$ cat src/logic/dcache_defs.svh
`ifndef DCACHE_DEFS_SVH
`define DCACHE_DEFS_SVH

// address and data widths
`define DCACHE_ADDR_W 32
`define DCACHE_WORD_W 32

// line geometry
`define DCACHE_LINE_WORDS 8
`define DCACHE_SETS 128

// address split into tag, index and offset from the top
`define DCACHE_OFFSET_W 5
`define DCACHE_INDEX_W 7
`define DCACHE_TAG_W 20

// two ways, the lru and hit logic rely on it
`define DCACHE_WAYS 2

`endif
$ cat src/logic/dcache_pkg.sv
`include "dcache_defs.svh"

package dcache_pkg;

    typedef logic [`DCACHE_ADDR_W-1:0] addr_t;
    typedef logic [`DCACHE_WORD_W-1:0] word_t;
    typedef logic [`DCACHE_LINE_WORDS-1:0][`DCACHE_WORD_W-1:0] line_t;

    typedef logic [`DCACHE_TAG_W-1:0] tag_t;
    typedef logic [`DCACHE_INDEX_W-1:0] index_t;
    typedef logic [`DCACHE_OFFSET_W-1:0] offset_t;

    typedef logic [`DCACHE_WORD_W/8-1:0] byte_en_t;

    typedef enum logic [2:0] {
        OP_NONE, OP_LW, OP_LH, OP_LB, OP_SW, OP_SH, OP_SB
    } mem_op_t;

    typedef enum logic [2:0] {
        ST_IDLE, ST_LOOKUP, ST_STORE, ST_WRITE_BACK,
        ST_REFILL, ST_REFILL_WRITE, ST_UNCACHED, ST_UNCACHED_DONE
    } ctrl_state_t;

    // store data arrives already placed in its byte lanes
    typedef struct packed {
        mem_op_t op;
        addr_t   addr;
        logic    cached;
        word_t   store_data;
    } cpu_req_t;

endpackage

$ cat src/logic/dcache_req_stage.sv
`timescale 1ns/1ps

module dcache_req_stage (
    input  logic                 clk,
    input  logic                 rstn,
    input  dcache_pkg::mem_op_t  op,
    input  dcache_pkg::addr_t    addr,
    input  logic                 cached,
    input  dcache_pkg::word_t    store_data,
    input  logic                 ready,
    output dcache_pkg::cpu_req_t req,
    output dcache_pkg::byte_en_t byte_en
);

    dcache_pkg::mem_op_t op_q;
    dcache_pkg::addr_t   addr_q;
    logic                cached_q;
    dcache_pkg::word_t   data_q;

    always_ff @(posedge clk) begin
        if (!rstn) begin
            op_q <= dcache_pkg::OP_NONE;
        end else if (ready) begin
            op_q <= op;
        end
    end

    always_ff @(posedge clk) begin
        if (ready) begin
            addr_q   <= addr;
            cached_q <= cached;
            data_q   <= store_data;
        end
    end

    assign req.op         = op_q;
    assign req.addr       = addr_q;
    assign req.cached     = cached_q;
    assign req.store_data = data_q;

    // lane enables from size and low address bits
    always_comb begin
        case (op_q)
            dcache_pkg::OP_LW, dcache_pkg::OP_SW: byte_en = 4'b1111;
            dcache_pkg::OP_LH, dcache_pkg::OP_SH: byte_en = addr_q[1] ? 4'b1100 : 4'b0011;
            dcache_pkg::OP_LB, dcache_pkg::OP_SB: byte_en = 4'b0001 << addr_q[1:0];
            default: byte_en = 4'b0000;
        endcase
    end

endmodule

$ cat config.mk
export PLATFORM = sky130hd
export DESIGN_NAME = dcache_req_stage
export DESIGN_NICKNAME = d
export VERILOG_FILES = /design/src/logic/dcache_pkg.sv /design/src/logic/dcache_req_stage.sv
export VERILOG_INCLUDE_DIRS = /design/src /design/src/logic
export SDC_FILE = /design/constraint.sdc
export NUM_CORES = 1
export LEC_CHECK = 0
export BUFFER_PORTS_ARGS = -buffer_cell sky130_fd_sc_hd__buf_2
export CORE_ASPECT_RATIO = 1.25
export CORE_MARGIN = 2
export CORE_UTILIZATION = 40
export DETAILED_ROUTE_END_ITERATION = 6
export PLACE_DENSITY = 0.79
export SETUP_SLACK_MARGIN = 0.05
export SLEW_MARGIN = 20
export SYNTH_ARGS = -nofsm -noshare
export SYNTH_HDL_FRONTEND = slang
export SYNTH_SLANG_ARGS = --single-unit
export TNS_END_PERCENT = 100
$ cat constraint.sdc
create_clock -name clk -period 2.5 [get_ports clk]
set_input_delay 0.375 -clock clk [delete_from_list [all_inputs] [get_ports clk]]
set_output_delay 0.375 -clock clk [all_outputs]
set_load 0.01 [all_outputs]
[After elaboration in Yosys (flattened, before gate mapping)]
Index checks and enable logic that the tools add are counted.
Storage, ports and cells
  register bits: 68
  bits of input ports: 71
  output and inout port bits: 72
  logic and storage cells: 16
Cells by class
  eq/ne operators: 6
  shift-type cells: 1
  mux-type cells: 2
  reductions and logical operators: 3
Operators with widths (number)
  $pmux W4 S3: 1
  $eq A3 B3 Y1 const B: 3
  $eq A3 B2 Y1 const B: 2
  $reduce_or A2 Y1: 3
  $mux W4: 1
  $shl A1 B2 Y4 const A: 1
  $eq A3 B1 Y1 const B: 1

[Longest topological paths before layout]
  depth in word-level cells: 3
  gate-level depth with buffers: 3
  depth with buffers taken out: 3

[Worst setup path after synthesis]
OpenSTA, ideal clock, no wires.
  kind: register to output
  start: register op_q[0]
  end: output byte_en[0]
  arrival: 922 ps
  required time: 2125 ps
  path slack: 1203 ps
  stages on the path, launching flop included: 4
  path buffers: 0
  path through: dfxtp_1 > or3_4 > o211ai_2 > nor2_1
Between the ends
  longest elaborated chain between the ends: 3
  elaborated cells between the ends (all ways): 10
  those cells by class: eq/ne (6); mux (1); reduce/logical (3)
Ends and longest elaborated chain
  start, declared: line dcache_req_stage.sv:15  | dcache_pkg::mem_op_t op_q;
  start signal, assigned: line dcache_req_stage.sv:22  | op_q <= dcache_pkg::OP_NONE;
  start signal, assigned: line dcache_req_stage.sv:24  | op_q <= op;
  $eq A3 B2 Y1 (tied with other cells): line dcache_req_stage.sv:43  | case (op_q)
  $reduce_or A2 Y1: line dcache_req_stage.sv:43
  $pmux W4 S3 (*): line dcache_req_stage.sv:43
  end, declared: line dcache_req_stage.sv:12  | output dcache_pkg::byte_en_t byte_en
Mark *: on every way between the ends. The rest lies on a longest branch, timed or not.

[Worst setup path in the final report]
Ends and elaborated chain as after synthesis.

==> results.sh <==
export IMPL_status="finished, final reports clean"
export IMPL_overflow=0
export IMPL_fmax_ghz=0.5625
export IMPL_final_cells=311
export IMPL_critPathBufInv=1
export IMPL_fillers=395
export IMPL_post_route_period_util_pct=71.12
export IMPL_min_period_ns=1.778
export IMPL_vias=1352
export IMPL_ys_seq_elements=68
export IMPL_holdPathStages=1
export IMPL_yosysSeqAreaShare_pct=93.00
export IMPL_worst_pin_slew_ns=0.3380
export IMPL_yosys_warnings=0
export IMPL_crit_fanout=8
export IMPL_start_util_pct=41.99
export IMPL_cts_htree_levels=3
export IMPL_rsz0062_at_grt="no"
export IMPL_dpl_cell_area_sq_um=2972
export IMPL_grt_max_degree=36
export IMPL_cts_hold_buf=0
export IMPL_finalPower_mw=2.612
export IMPL_antenna_found_initial=0
export IMPL_synth_nets=161
export IMPL_ioPinCount=143
export IMPL_cts_num_sinks=68
export IMPL_cap_violations=0
export IMPL_vias_per_cell=4.347
export IMPL_maxSlewHeadroom_pct=77.47
export IMPL_ant_nets=0
export IMPL_startpoint="op_q[0]"
export IMPL_synth_area_per_cell_sq_um=24.04
export IMPL_grt_pass1_vias=1428
export IMPL_num_rows=29
export IMPL_drive_gt1_share_pct=65.46
export IMPL_vdd_drop_max_mv=0.4182
export IMPL_core_sq_um=5152
export IMPL_setup_viol=0
export IMPL_p_per_area_nw_per_um2=816.3
export IMPL_nets=315
export IMPL_post_cts_buffers=0
export IMPL_die_y_um=86.22
export IMPL_max_stage_delay_ns=0.41
export IMPL_startpoint_type="register"
export IMPL_fin_skew_ns=0
export IMPL_cts_tree="done"
export IMPL_path_depth=4
export IMPL_die_w_um=69.78
export IMPL_p_leak_nw=1.409
export IMPL_netlist_area_sq_um=2163
export IMPL_drt_iter0_drc=52
export IMPL_tns_ns=0
export IMPL_numPlacedInstances=295
export IMPL_place_congestion=0.7284
export IMPL_cts_root_buf="clkbuf_8"
export IMPL_cp_arrival_ns=1.40
export IMPL_crit_path_end="byte_en[0]"
export IMPL_r2r_cells=2
export IMPL_crit_family="simple AND/OR/NAND/NOR gates"
export IMPL_critPathCaptureType="output port"
export IMPL_grt_usage_pct=15.27
export IMPL_worst_setup_path_type="register to output port"
export IMPL_ys_types=13
export IMPL_path_clk_slew_ns=0.07
export IMPL_required_ns=2.12
export IMPL_area_delta_synth_final_pct=47.89
export IMPL_drt_pass1_iterations=4
export IMPL_cts_resized=0
export IMPL_cts_buffers=9
export IMPL_design_die_area_sq_um=6016
export IMPL_clk_latency_ns=0.33
export IMPL_hold_path_class="primary input to register"
export IMPL_stdcell_area_sq_um=3199
export IMPL_drt_wl_total_mm=4.417
export IMPL_diodes=0
export IMPL_hold_viol=0
export IMPL_wl_per_cell_um=14.20
export IMPL_drv_slew=0
export IMPL_min_from="addr[26]"
export IMPL_worstReg2RegStart="op_q[1]"
export IMPL_timing_rr_end="op_q[1]"
export IMPL_cp_slowest_cell="or3_4"
export IMPL_drc=0
export IMPL_r2r_setup_slack_ns=1.75
export IMPL_postSynthCellCount=90
export IMPL_clk_path_buf_depth=2
export IMPL_io_buffers=142
export IMPL_grt_pass1_wl_mm=6.624
export IMPL_crit_chain="or3_4, o211ai_2, nor2_1, buf_2"
state kept, by name, summed over array words and instances, names as in the netlist:
signal and cells:
addr_q 32, op_q 3, data_q 32, cached_q 1
cells in the mapped netlist:
cell type,n,share of area [%]
edfxtp_1,65,90
mux2i_1,3,1.4
dfxtp_1,3,2.8
nand2_1,1,0.17
a21oi_1,1,0.23
o211ai_2,2,1.2
or3_4,1,0.52
nand3b_1,1,0.35
and2b_2,1,0.40
nand3_1,1,0.23
buf_4,1,0.35
nor2b_1,4,1.2
nor2_1,6,1.0
stage by stage:
step | utilization (%) | worst slack, ns | hold slack, ns
CTS | 62.09 | 0.7055 | 0.1919
global route | 62.09 | 0.6578 | 0.1877
floorplan | - | 1.203 | 0.4739
detailed placement | 57.67 | 1.079 | 0.5531
finish | 62.09 | 0.7221 | 0.2069
global placement | 57.67 | 1.120 | 0.5512
report_power, final:
part / switching, mW / internal, mW / total [mW]
clock: 0.380 / 0.615 / 0.995
sequential: 0.0255 / 1.35 / 1.37
combinational: 0.130 / 0.116 / 0.246
worst min path at each step:
stage	slack (ns)	end
final	0.21	addr_q[26]
after global routing	0.19	addr_q[23]
after CTS	0.19	addr_q[26]
after detailed placement	0.55	addr_q[8]
after global placement	0.55	addr_q[14]
after floorplan	0.47	addr_q[0]
area by class of cell:
type | instances | area, sq um | share of cell area, %
clock inverters | 4 | 72.57 | 2.268
multi-input cells | 21 | 143.9 | 4.497
flip-flops and latches | 68 | 2012 | 62.89
repair buffers | 144 | 738.2 | 23.07
clock buffers | 12 | 155.1 | 4.849
well taps | 62 | 77.57 | 2.425
worst reg2reg max path: cells and delay by family, from the launching register on:
kind	cells	cell delay [ns]
multiplexers	1	0.12
AND/OR/NAND/NOR	1	0.13
flip-flops	1	0.44
placed cells by master (no fill, tap or decap), types with 2 or more instances in the layout:
cell	count
dfxtp_1	3
o211ai_2	2
nor2b_1	4
edfxtp_1	65
mux2i_1	3
clkbuf_8	11
buf_2	142
nor2_1	6
bufinv_16	2
logic make-up (layout without fill, tap and decap cells):
logic type / count (synthesis) / after routing / synth area share, %
muxes: 3 / 3 / 1.388
buffers and inverters: 1 / 160 / 0.3472
DFF: 68 / 68 / 93.00
and+or+nand+nor: 15 / 15 / 3.875
AOI/OAI and AO/OA: 3 / 3 / 1.388
per-layer routing:
metal  track usage, %  vias to the layer above  wire, um
met3            7.209                       14       528
met1            14.70                      591      1448
met4            12.06                        0       135
li1                 -                      661         -
met5                0                        -         0
met2            25.02                       86      2304
Power figures use the tool's default switching activity.
