--- config.mk ---
export PLATFORM = sky130hd
export DESIGN_NAME = dcache_ctrl
export DESIGN_NICKNAME = d
export VERILOG_FILES = /design/src/logic/dcache_pkg.sv /design/src/logic/mem_pkg.sv /design/src/logic/dcache_ctrl.sv
export VERILOG_INCLUDE_DIRS = /design/src /design/src/logic
export SDC_FILE = /design/constraint.sdc
export NUM_CORES = 1
export LEC_CHECK = 0
export BUFFER_PORTS_ARGS = -buffer_cell sky130_fd_sc_hd__buf_4
export CORE_AREA = 2 2 507 509
export DETAILED_ROUTE_END_ITERATION = 8
export DIE_AREA = 0 0 509 511
export MAX_ROUTING_LAYER = met4
export PLACE_DENSITY = 0.3
export SLEW_MARGIN = 20
export SYNTH_ARGS = -nofsm -noshare
export SYNTH_HDL_FRONTEND = slang
export SYNTH_SLANG_ARGS = --single-unit
--- constraint.sdc ---
create_clock -name clk -period 37.5 [get_ports clk]
set_input_delay 5.625 -clock clk [delete_from_list [all_inputs] [get_ports clk]]
set_output_delay 5.625 -clock clk [all_outputs]
set_load 0.01 [all_outputs]
--- src/logic/dcache_defs.svh ---
`ifndef DCACHE_DEFS_SVH
`define DCACHE_DEFS_SVH

// address and data widths
`define DCACHE_ADDR_W 32
`define DCACHE_WORD_W 32

// line geometry
`define DCACHE_LINE_WORDS 8
`define DCACHE_SETS 128

// address split into tag, index and offset from the top
`define DCACHE_OFFSET_W 5
`define DCACHE_INDEX_W 7
`define DCACHE_TAG_W 20

// two ways, the lru and hit logic rely on it
`define DCACHE_WAYS 2

`endif
--- src/logic/dcache_pkg.sv ---
`include "dcache_defs.svh"

package dcache_pkg;

    typedef logic [`DCACHE_ADDR_W-1:0] addr_t;
    typedef logic [`DCACHE_WORD_W-1:0] word_t;
    typedef logic [`DCACHE_LINE_WORDS-1:0][`DCACHE_WORD_W-1:0] line_t;

    typedef logic [`DCACHE_TAG_W-1:0] tag_t;
    typedef logic [`DCACHE_INDEX_W-1:0] index_t;
    typedef logic [`DCACHE_OFFSET_W-1:0] offset_t;

    typedef logic [`DCACHE_WORD_W/8-1:0] byte_en_t;

    typedef enum logic [2:0] {
        OP_NONE, OP_LW, OP_LH, OP_LB, OP_SW, OP_SH, OP_SB
    } mem_op_t;

    typedef enum logic [2:0] {
        ST_IDLE, ST_LOOKUP, ST_STORE, ST_WRITE_BACK,
        ST_REFILL, ST_REFILL_WRITE, ST_UNCACHED, ST_UNCACHED_DONE
    } ctrl_state_t;

    // store data arrives already placed in its byte lanes
    typedef struct packed {
        mem_op_t op;
        addr_t   addr;
        logic    cached;
        word_t   store_data;
    } cpu_req_t;

endpackage

--- src/logic/mem_pkg.sv ---
package mem_pkg;

    typedef enum logic [2:0] {
        CMD_NONE, CMD_READ_LINE, CMD_WRITE_LINE, CMD_READ_WORD, CMD_WRITE_WORD
    } mem_cmd_t;

    // uncached read size
    typedef enum logic [1:0] {
        SIZE_BYTE, SIZE_HALF, SIZE_WORD
    } mem_size_t;

    typedef struct packed {
        mem_cmd_t            cmd;
        dcache_pkg::addr_t   addr;
        dcache_pkg::line_t   wline;
        dcache_pkg::word_t   wword;
        dcache_pkg::byte_en_t byte_en;
        mem_size_t           rsize;
    } mem_req_t;

    typedef struct packed {
        logic              done;
        dcache_pkg::line_t rline;
        dcache_pkg::word_t rword;
    } mem_rsp_t;

endpackage

--- src/logic/dcache_ctrl.sv ---
`timescale 1ns/1ps
`include "dcache_defs.svh"

module dcache_ctrl (
    input  logic                 clk,
    input  logic                 rstn,
    input  dcache_pkg::cpu_req_t req,
    input  dcache_pkg::byte_en_t byte_en,
    input  logic                 hit,
    input  logic                 hit_way,
    input  logic                 victim_way,
    input  logic                 victim_dirty,
    input  dcache_pkg::tag_t     victim_tag,
    input  dcache_pkg::word_t    rword,
    input  dcache_pkg::line_t    victim_line,
    input  logic                 taken,
    input  mem_pkg::mem_rsp_t    mem_rsp,
    output logic                 ready,
    output logic                 data_valid,
    output dcache_pkg::word_t    load_data,
    output logic                 fill,
    output logic                 fill_way,
    output logic                 set_dirty,
    output logic                 touch,
    output logic                 word_wr,
    output logic                 line_wr,
    output dcache_pkg::line_t    line_in,
    output mem_pkg::mem_req_t    mem_req
);

    dcache_pkg::ctrl_state_t state_q;
    dcache_pkg::ctrl_state_t state_d;

    dcache_pkg::line_t  line_q;
    dcache_pkg::word_t  word_q;
    dcache_pkg::index_t index;
    mem_pkg::mem_size_t size;
    logic               is_store;

    assign index    = req.addr[`DCACHE_OFFSET_W +: `DCACHE_INDEX_W];
    assign is_store = req.op inside {dcache_pkg::OP_SW, dcache_pkg::OP_SH, dcache_pkg::OP_SB};

    always_comb begin
        case (req.op)
            dcache_pkg::OP_LB: size = mem_pkg::SIZE_BYTE;
            dcache_pkg::OP_LH: size = mem_pkg::SIZE_HALF;
            default:           size = mem_pkg::SIZE_WORD;
        endcase
    end

    // hit way while serving, victim way while replacing
    assign fill_way = hit ? hit_way : victim_way;

    always_ff @(posedge clk) begin
        if (!rstn) begin
            state_q <= dcache_pkg::ST_IDLE;
        end else begin
            state_q <= state_d;
        end
    end

    always_ff @(posedge clk) begin
        if (state_q == dcache_pkg::ST_REFILL && mem_rsp.done) begin
            line_q <= mem_rsp.rline;
        end
        if (state_q == dcache_pkg::ST_UNCACHED && mem_rsp.done) begin
            word_q <= mem_rsp.rword;
        end
    end

    always_comb begin
        state_d    = state_q;
        ready      = 1'b0;
        data_valid = 1'b0;
        fill       = 1'b0;
        set_dirty  = 1'b0;
        touch      = 1'b0;
        word_wr    = 1'b0;
        line_wr    = 1'b0;
        case (state_q)
            dcache_pkg::ST_IDLE: begin
                ready   = 1'b1;
                state_d = dcache_pkg::ST_LOOKUP;
            end
            dcache_pkg::ST_LOOKUP: begin
                if (req.op == dcache_pkg::OP_NONE) begin
                    ready = 1'b1;
                end else if (!req.cached) begin
                    state_d = dcache_pkg::ST_UNCACHED;
                end else if (hit) begin
                    touch = 1'b1;
                    if (is_store) begin
                        state_d = dcache_pkg::ST_STORE;
                    end else begin
                        // hold the word until the processor takes it
                        data_valid = 1'b1;
                        ready      = taken;
                    end
                end else if (victim_dirty) begin
                    state_d = dcache_pkg::ST_WRITE_BACK;
                end else begin
                    state_d = dcache_pkg::ST_REFILL;
                end
            end
            dcache_pkg::ST_STORE: begin
                word_wr   = 1'b1;
                set_dirty = 1'b1;
                ready     = 1'b1;
                state_d   = dcache_pkg::ST_LOOKUP;
            end
            dcache_pkg::ST_WRITE_BACK: begin
                if (mem_rsp.done) begin
                    state_d = dcache_pkg::ST_REFILL;
                end
            end
            dcache_pkg::ST_REFILL: begin
                if (mem_rsp.done) begin
                    state_d = dcache_pkg::ST_REFILL_WRITE;
                end
            end
            dcache_pkg::ST_REFILL_WRITE: begin
                // lookup again, now a hit
                line_wr = 1'b1;
                fill    = 1'b1;
                state_d = dcache_pkg::ST_LOOKUP;
            end
            dcache_pkg::ST_UNCACHED: begin
                if (mem_rsp.done) begin
                    state_d = is_store ? dcache_pkg::ST_IDLE : dcache_pkg::ST_UNCACHED_DONE;
                end
            end
            dcache_pkg::ST_UNCACHED_DONE: begin
                data_valid = 1'b1;
                if (taken) begin
                    ready   = 1'b1;
                    state_d = dcache_pkg::ST_LOOKUP;
                end
            end
            default: begin
                state_d = dcache_pkg::ST_IDLE;
            end
        endcase
    end

    assign line_in   = line_q;
    assign load_data = (state_q == dcache_pkg::ST_UNCACHED_DONE) ? word_q : rword;

    always_comb begin
        mem_req.cmd     = mem_pkg::CMD_NONE;
        mem_req.addr    = req.addr;
        mem_req.wline   = victim_line;
        mem_req.wword   = req.store_data;
        mem_req.byte_en = byte_en;
        mem_req.rsize   = size;
        case (state_q)
            dcache_pkg::ST_WRITE_BACK: begin
                mem_req.cmd  = mem_pkg::CMD_WRITE_LINE;
                mem_req.addr = {victim_tag, index, {`DCACHE_OFFSET_W{1'b0}}};
            end
            dcache_pkg::ST_REFILL: begin
                mem_req.cmd  = mem_pkg::CMD_READ_LINE;
                mem_req.addr = {req.addr[`DCACHE_ADDR_W-1:`DCACHE_OFFSET_W],
                                {`DCACHE_OFFSET_W{1'b0}}};
            end
            dcache_pkg::ST_UNCACHED: begin
                mem_req.cmd = is_store ? mem_pkg::CMD_WRITE_WORD : mem_pkg::CMD_READ_WORD;
            end
            default: begin
                mem_req.cmd = mem_pkg::CMD_NONE;
            end
        endcase
    end

endmodule

# [Yosys cells after proc, flatten, opt, wreduce, memory -nomap -nowiden]
# Index checks and enable logic that the tools add are counted.
[classes] n_eq_ne=18 mux=34 reduce_logical=8
[ops] op="one-hot mux 32 bit (2 select lines)" n=1
[ops] op="2-to-1 mux 3 bit" n=11
[ops] op="2-to-1 mux 32 bit" n=1
[ops] op="== test 3 bit (second input constant)" n=7
[ops] op="one-hot mux 3 bit (6 select lines)" n=1
[ops] op="2-to-1 mux 1 bit" n=16
[ops] op="== test 3 x 2 -> 1 bit (second input constant)" n=4
[ops] op="inequality test 2 bit (second input constant)" n=5
[ops] op="one-hot mux 3 bit (3 select lines)" n=1
[ops] op="zero test 3 bit" n=2
[ops] op="AND reduction 6 bit" n=1
[ops] op="inequality test 4 bit (second input constant)" n=1
[ops] op="one-hot mux 2 bit (2 select lines)" n=1
[ops] op="== test 3 x 1 -> 1 bit (second input constant)" n=1
[ops] op="one-hot mux 1 bit (3 select lines)" n=1
[ops] op="nonzero test 3 bit" n=1
[ops] op="OR reduction 3 bit" n=1
[ops] op="logical AND 1 bit" n=2
[ops] op="one-hot mux 1 bit (2 select lines)" n=1
[ops] op="OR reduction 2 bit" n=1
[totals] regBits=291 input_bits=676 word_cells=70

# [Logic depth before layout (Yosys ltp)]
[depth] ltp_word=7 ltp_mapped=7 ltp_nobuf=6

# [Worst setup path after synthesis]
# No wires, ideal clock.
[synth_path] kind="input -> register" from="in mem_rsp[288] (netlist name)" to="reg line_q (netlist bit line_in[0]), enable pin" setup_ns=1.239 arrival_ns=23.824 path_slack_ns=12.437 path_stages=1 cell_sequence="nor3b_1"
[synth_via] elab_chain_cells=1
[synth_rtl] element="start, declared" line="dcache_ctrl.sv:17" source="input mem_pkg::mem_rsp_t mem_rsp,"
[synth_rtl] element="logical AND 1 bit" line="dcache_ctrl.sv:63" source="if (state_q == dcache_pkg::ST_REFILL && mem_rsp.done) begin"
[synth_rtl] element="end signal, assigned" line="dcache_ctrl.sv:64" source="line_q <= mem_rsp.rline;"
[synth_rtl] element="end, declared" line="dcache_ctrl.sv:34" source="dcache_pkg::line_t line_q;"
# No other way between the ends.
# A chain may end at the register's enable or synchronous reset.

==> results.md <==
* Outcome: complete, no violations
* Clock Power Share at 43.1%
* Setup repair after global routing missed its margin: false
* Least-Margin Pin Slew at 1.05 ns
* Worst setup startpoint: req[65]
* Maximum achievable frequency at 80.4 MHz
* Congestion Overflow GR at 0
* Half-perimeter wire length after placement at 119000 µm
* Last weighted congestion value of the routability-driven placer at 0.751
* CTS Buf Count at 47
* Max Slew Vio Count at 0
* Placeable core region at 255000 µm²
* Net switching power at 0.336 mW
* Hold path start: state_q[2]$_SDFFE_PN0P_
* Worst relative slew slack at 29.9%
* Number of global-route vias before repair at 8787
* IO Pins at 1301
* Via count at 8357
* Maximum number of pins on one net before global-route repair at 63
* Fraction of layout cells with a size suffix above 1 at 70.4%
* H-Tree Level Count at 2
* Net count after synthesis at 1392
* Syn-to-layout area delta at 75.1%
* Commonest cells after routing, fill and taps aside: sky130_fd_sc_hd__buf_4, sky130_fd_sc_hd__edfxtp_1, sky130_fd_sc_hd__clkbuf_16, sky130_fd_sc_hd__mux2_4, sky130_fd_sc_hd__mux2_2
* Flip-flop and latch count after synthesis at 291
* Category of the worst setup path capture point: primary output
* Final total negative setup slack at 0 ns
* Die footprint at 260000 µm²
* Cell with the largest stage delay on the worst path: sky130_fd_sc_hd__a21boi_1
* Vert. Die Dim at 511 µm
* Dominant cells by area after synthesis: sky130_fd_sc_hd__edfxtp_1, sky130_fd_sc_hd__buf_4, sky130_fd_sc_hd__mux2_4
* Req. time, crit path at 31.87 ns
* Final layout net count at 1841
* Crit path kind: in -> out
* # placed instances at 4498
* Global-route wire length before repair at 154000 µm
* Routed wire length per instance at 28.6 µm
* GRT Overall Usage at 10.3%
* Tmin final at 12.43 ns
* Cell type with the largest total area after synthesis: sky130_fd_sc_hd__edfxtp_1
* Switching share of total power at 30.3%
* Via density per instance at 1.78
* Most repeated library cell on the critical path: sky130_fd_sc_hd__buf_4
* Final period util at 33.2%
* Worst vdd rail ir drop at 0.0000363 V
* Setup repair bufs after CTS at 0
* Maxcap violations at 0
* Antenna violations before repair at 155
* Number of buffers between clock root and the deepest sink at 3
* Sequential-to-total area share from yosys stat at 71.4%
* Effective utilization at floorplan at 4.77%
* Cell Pwr Density at 51.9 nW/µm²
* Share of the synthesized area in the top cell type at 70.9%
* Total of buffers placed on input and output ports at 702
* Number of design-rule violations left by the first detailed-router iteration at 324
* Share of total power in combinational logic at 19.7%
* Proportion of power drawn by flip-flops and latches at 37.2%
* Clock Skew at 0.0402 ns
* Hold Violations, Final at 0
* Cell Rows at 186
* Reg2reg start: state_q[2]$_SDFFE_PN0P_
* Final antenna-violating net count at 0
* Cell variety after synth at 40
* Critical path startpoint category: input pin
* Highest net fanout along the worst path at 5
* Routed wire length at 135000 µm
* Post-cts gate resize count at 0
* Critical Path AT at 6.81 ns
* Die extent in x at 509 µm
* Cell breakdown of the critical path: buf_4, a21boi_1, o22ai_1, and2_1, buf_4
* Router iterations before antenna repair at 4
* Clock network latency to the later pin of the worst-skew pair at 0.68 ns
* Worst min-delay path category: reg -> reg
* Cell Count, Final, Fillers Out at 4703
* Static Leak at 7.42 nW
* Yosys warns at 0
* Post-synth design cell area at 12200 µm²
* Average footprint of a synthesized cell at 17.1 µm²
* Cell Int Power at 0.772 mW
* Clock Root Buffer: sky130_fd_sc_hd__clkbuf_16
* Sinks on the clock net at 291
* Most frequent standard cell in the layout excluding fill and tap cells: sky130_fd_sc_hd__buf_4
* Cells after Synth at 714
* Filler Cell Count at 29445
* Crit path buffers/inverters at 2
* TritonCTS clock tree: built
* DRC violations left at 0
* Number of endpoints failing setup at the final stage at 0
* Number of hold-repair buffers added at the cts stage at 0
* Critical path's top delay family: compound AO/OA/AOI/OAI gates
* Largest incremental delay on the critical path at 0.43 ns
* Clock slew seen by the registers of the worst setup and hold paths at 0.05 ns
* Overall power after layout at 1.11 mW
==> layer usage <==
| metal | vias up | part of all wire, % | routed length [µm] | track usage, % |
|---|---|---|---|---|
| li1 | 3386 | - | - | - |
| met1 | 3796 | 32 | 42800 | 9.19 |
| met2 | 995 | 41 | 55100 | 14.3 |
| met3 | 180 | 25 | 34100 | 11.9 |
| met4 | 0 | 2.0 | 2650 | 2.11 |
| met5 | - | 0 | 0 | - |
==> power groups by stage <==
stage	registers [mW]	clock network [mW]	logic, mW
floorplan	0.456	0	0.0916
global placement	0.419	0	0.235
detailed placement	0.419	0	0.235
CTS	0.413	0.505	0.235
global route	0.415	0.515	0.234
finish	0.412	0.478	0.218
==> flip-flops by register name, indices dropped and copies added (netlist names) <==
name and cells:
line_in 256, state_q 3, word_q 32
==> cell families (layout without fill, tap and decap cells) <==
logic type      after synthesis  in the layout  synth area share [%]
compound gates               20             20                  1.39
fa+ha+maj                     2              2                 0.205
buf+inv                     312            798                  19.2
flops                       291            291                  71.4
mux                          55             55                  5.95
other cells                   0            119                     0
simple gates                 34             34                  1.82
==> worst paths after layout <==
kind                                  end  slack [ns]  cells after the start
setup / recovery             mem_req[327]       25.07                      5
hold / removal    state_q[2]$_SDFFE_PN0P_        0.70                      2
setup reg to reg   line_in[194]$_DFFE_PP_       32.83                      6
hold reg to reg   state_q[2]$_SDFFE_PN0P_        0.70                      2
==> worst register-to-register path, delay by kind of cell, from the launching register on <==
kind,cells,cell delay [ns]
simple gates,2,0.56
buf+inv,4,3.04
flops,1,0.64
==> metrics by stage <==
stage / hold WS [ns] / worst slack, ns / instance area (µm²) / util [%]
global route: 0.740 / 24.98 / 21300 / 8.36
floorplan: 0.603 / 12.44 / 12200 / -
global placement: 0.685 / 24.97 / 19400 / 7.61
detailed placement: 0.683 / 25.02 / 19400 / 7.61
finish: 0.696 / 25.07 / 21300 / 8.36
CTS: 0.690 / 25.02 / 21000 / 8.24
==> layout make-up <==
class / count / area (µm²) / area share, %
flip-flops and latches: 291 / 8710 / 40.8
repair buffers: 709 / 5320 / 24.9
well taps: 3384 / 4230 / 19.8
clock buffers: 56 / 1210 / 5.67
multi-input cells: 111 / 1150 / 5.38
clock inverters: 30 / 412 / 1.93
diodes: 119 / 298 / 1.40
inverters: 3 / 11.3 / 0.0528
==> cell usage after synthesis (all sizes together) <==
| cell type | n |
|---|---|
| a211o | 1 |
| a211oi | 1 |
| a21bo | 1 |
| a21boi | 1 |
| a21o | 2 |
| a21oi | 2 |
| a221o | 1 |
| a32o | 1 |
| and2 | 7 |
| and3 | 4 |
| buf | 308 |
| clkbuf | 1 |
| dfxtp | 3 |
| edfxtp | 288 |
| ha | 2 |
| inv | 3 |
| mux2 | 53 |
| mux2i | 2 |
| nand2 | 7 |
| nand2b | 2 |
| nand3 | 2 |
| nand3b | 2 |
| nand4 | 1 |
| nor2 | 3 |
| nor2b | 1 |
| nor3 | 1 |
| nor3b | 4 |
| o2111ai | 1 |
| o21a | 2 |
| o21ai | 3 |
| o221a | 1 |
| o22ai | 1 |
| o311ai | 1 |
| o31ai | 1 |
(Power assumes the default switching activity.)
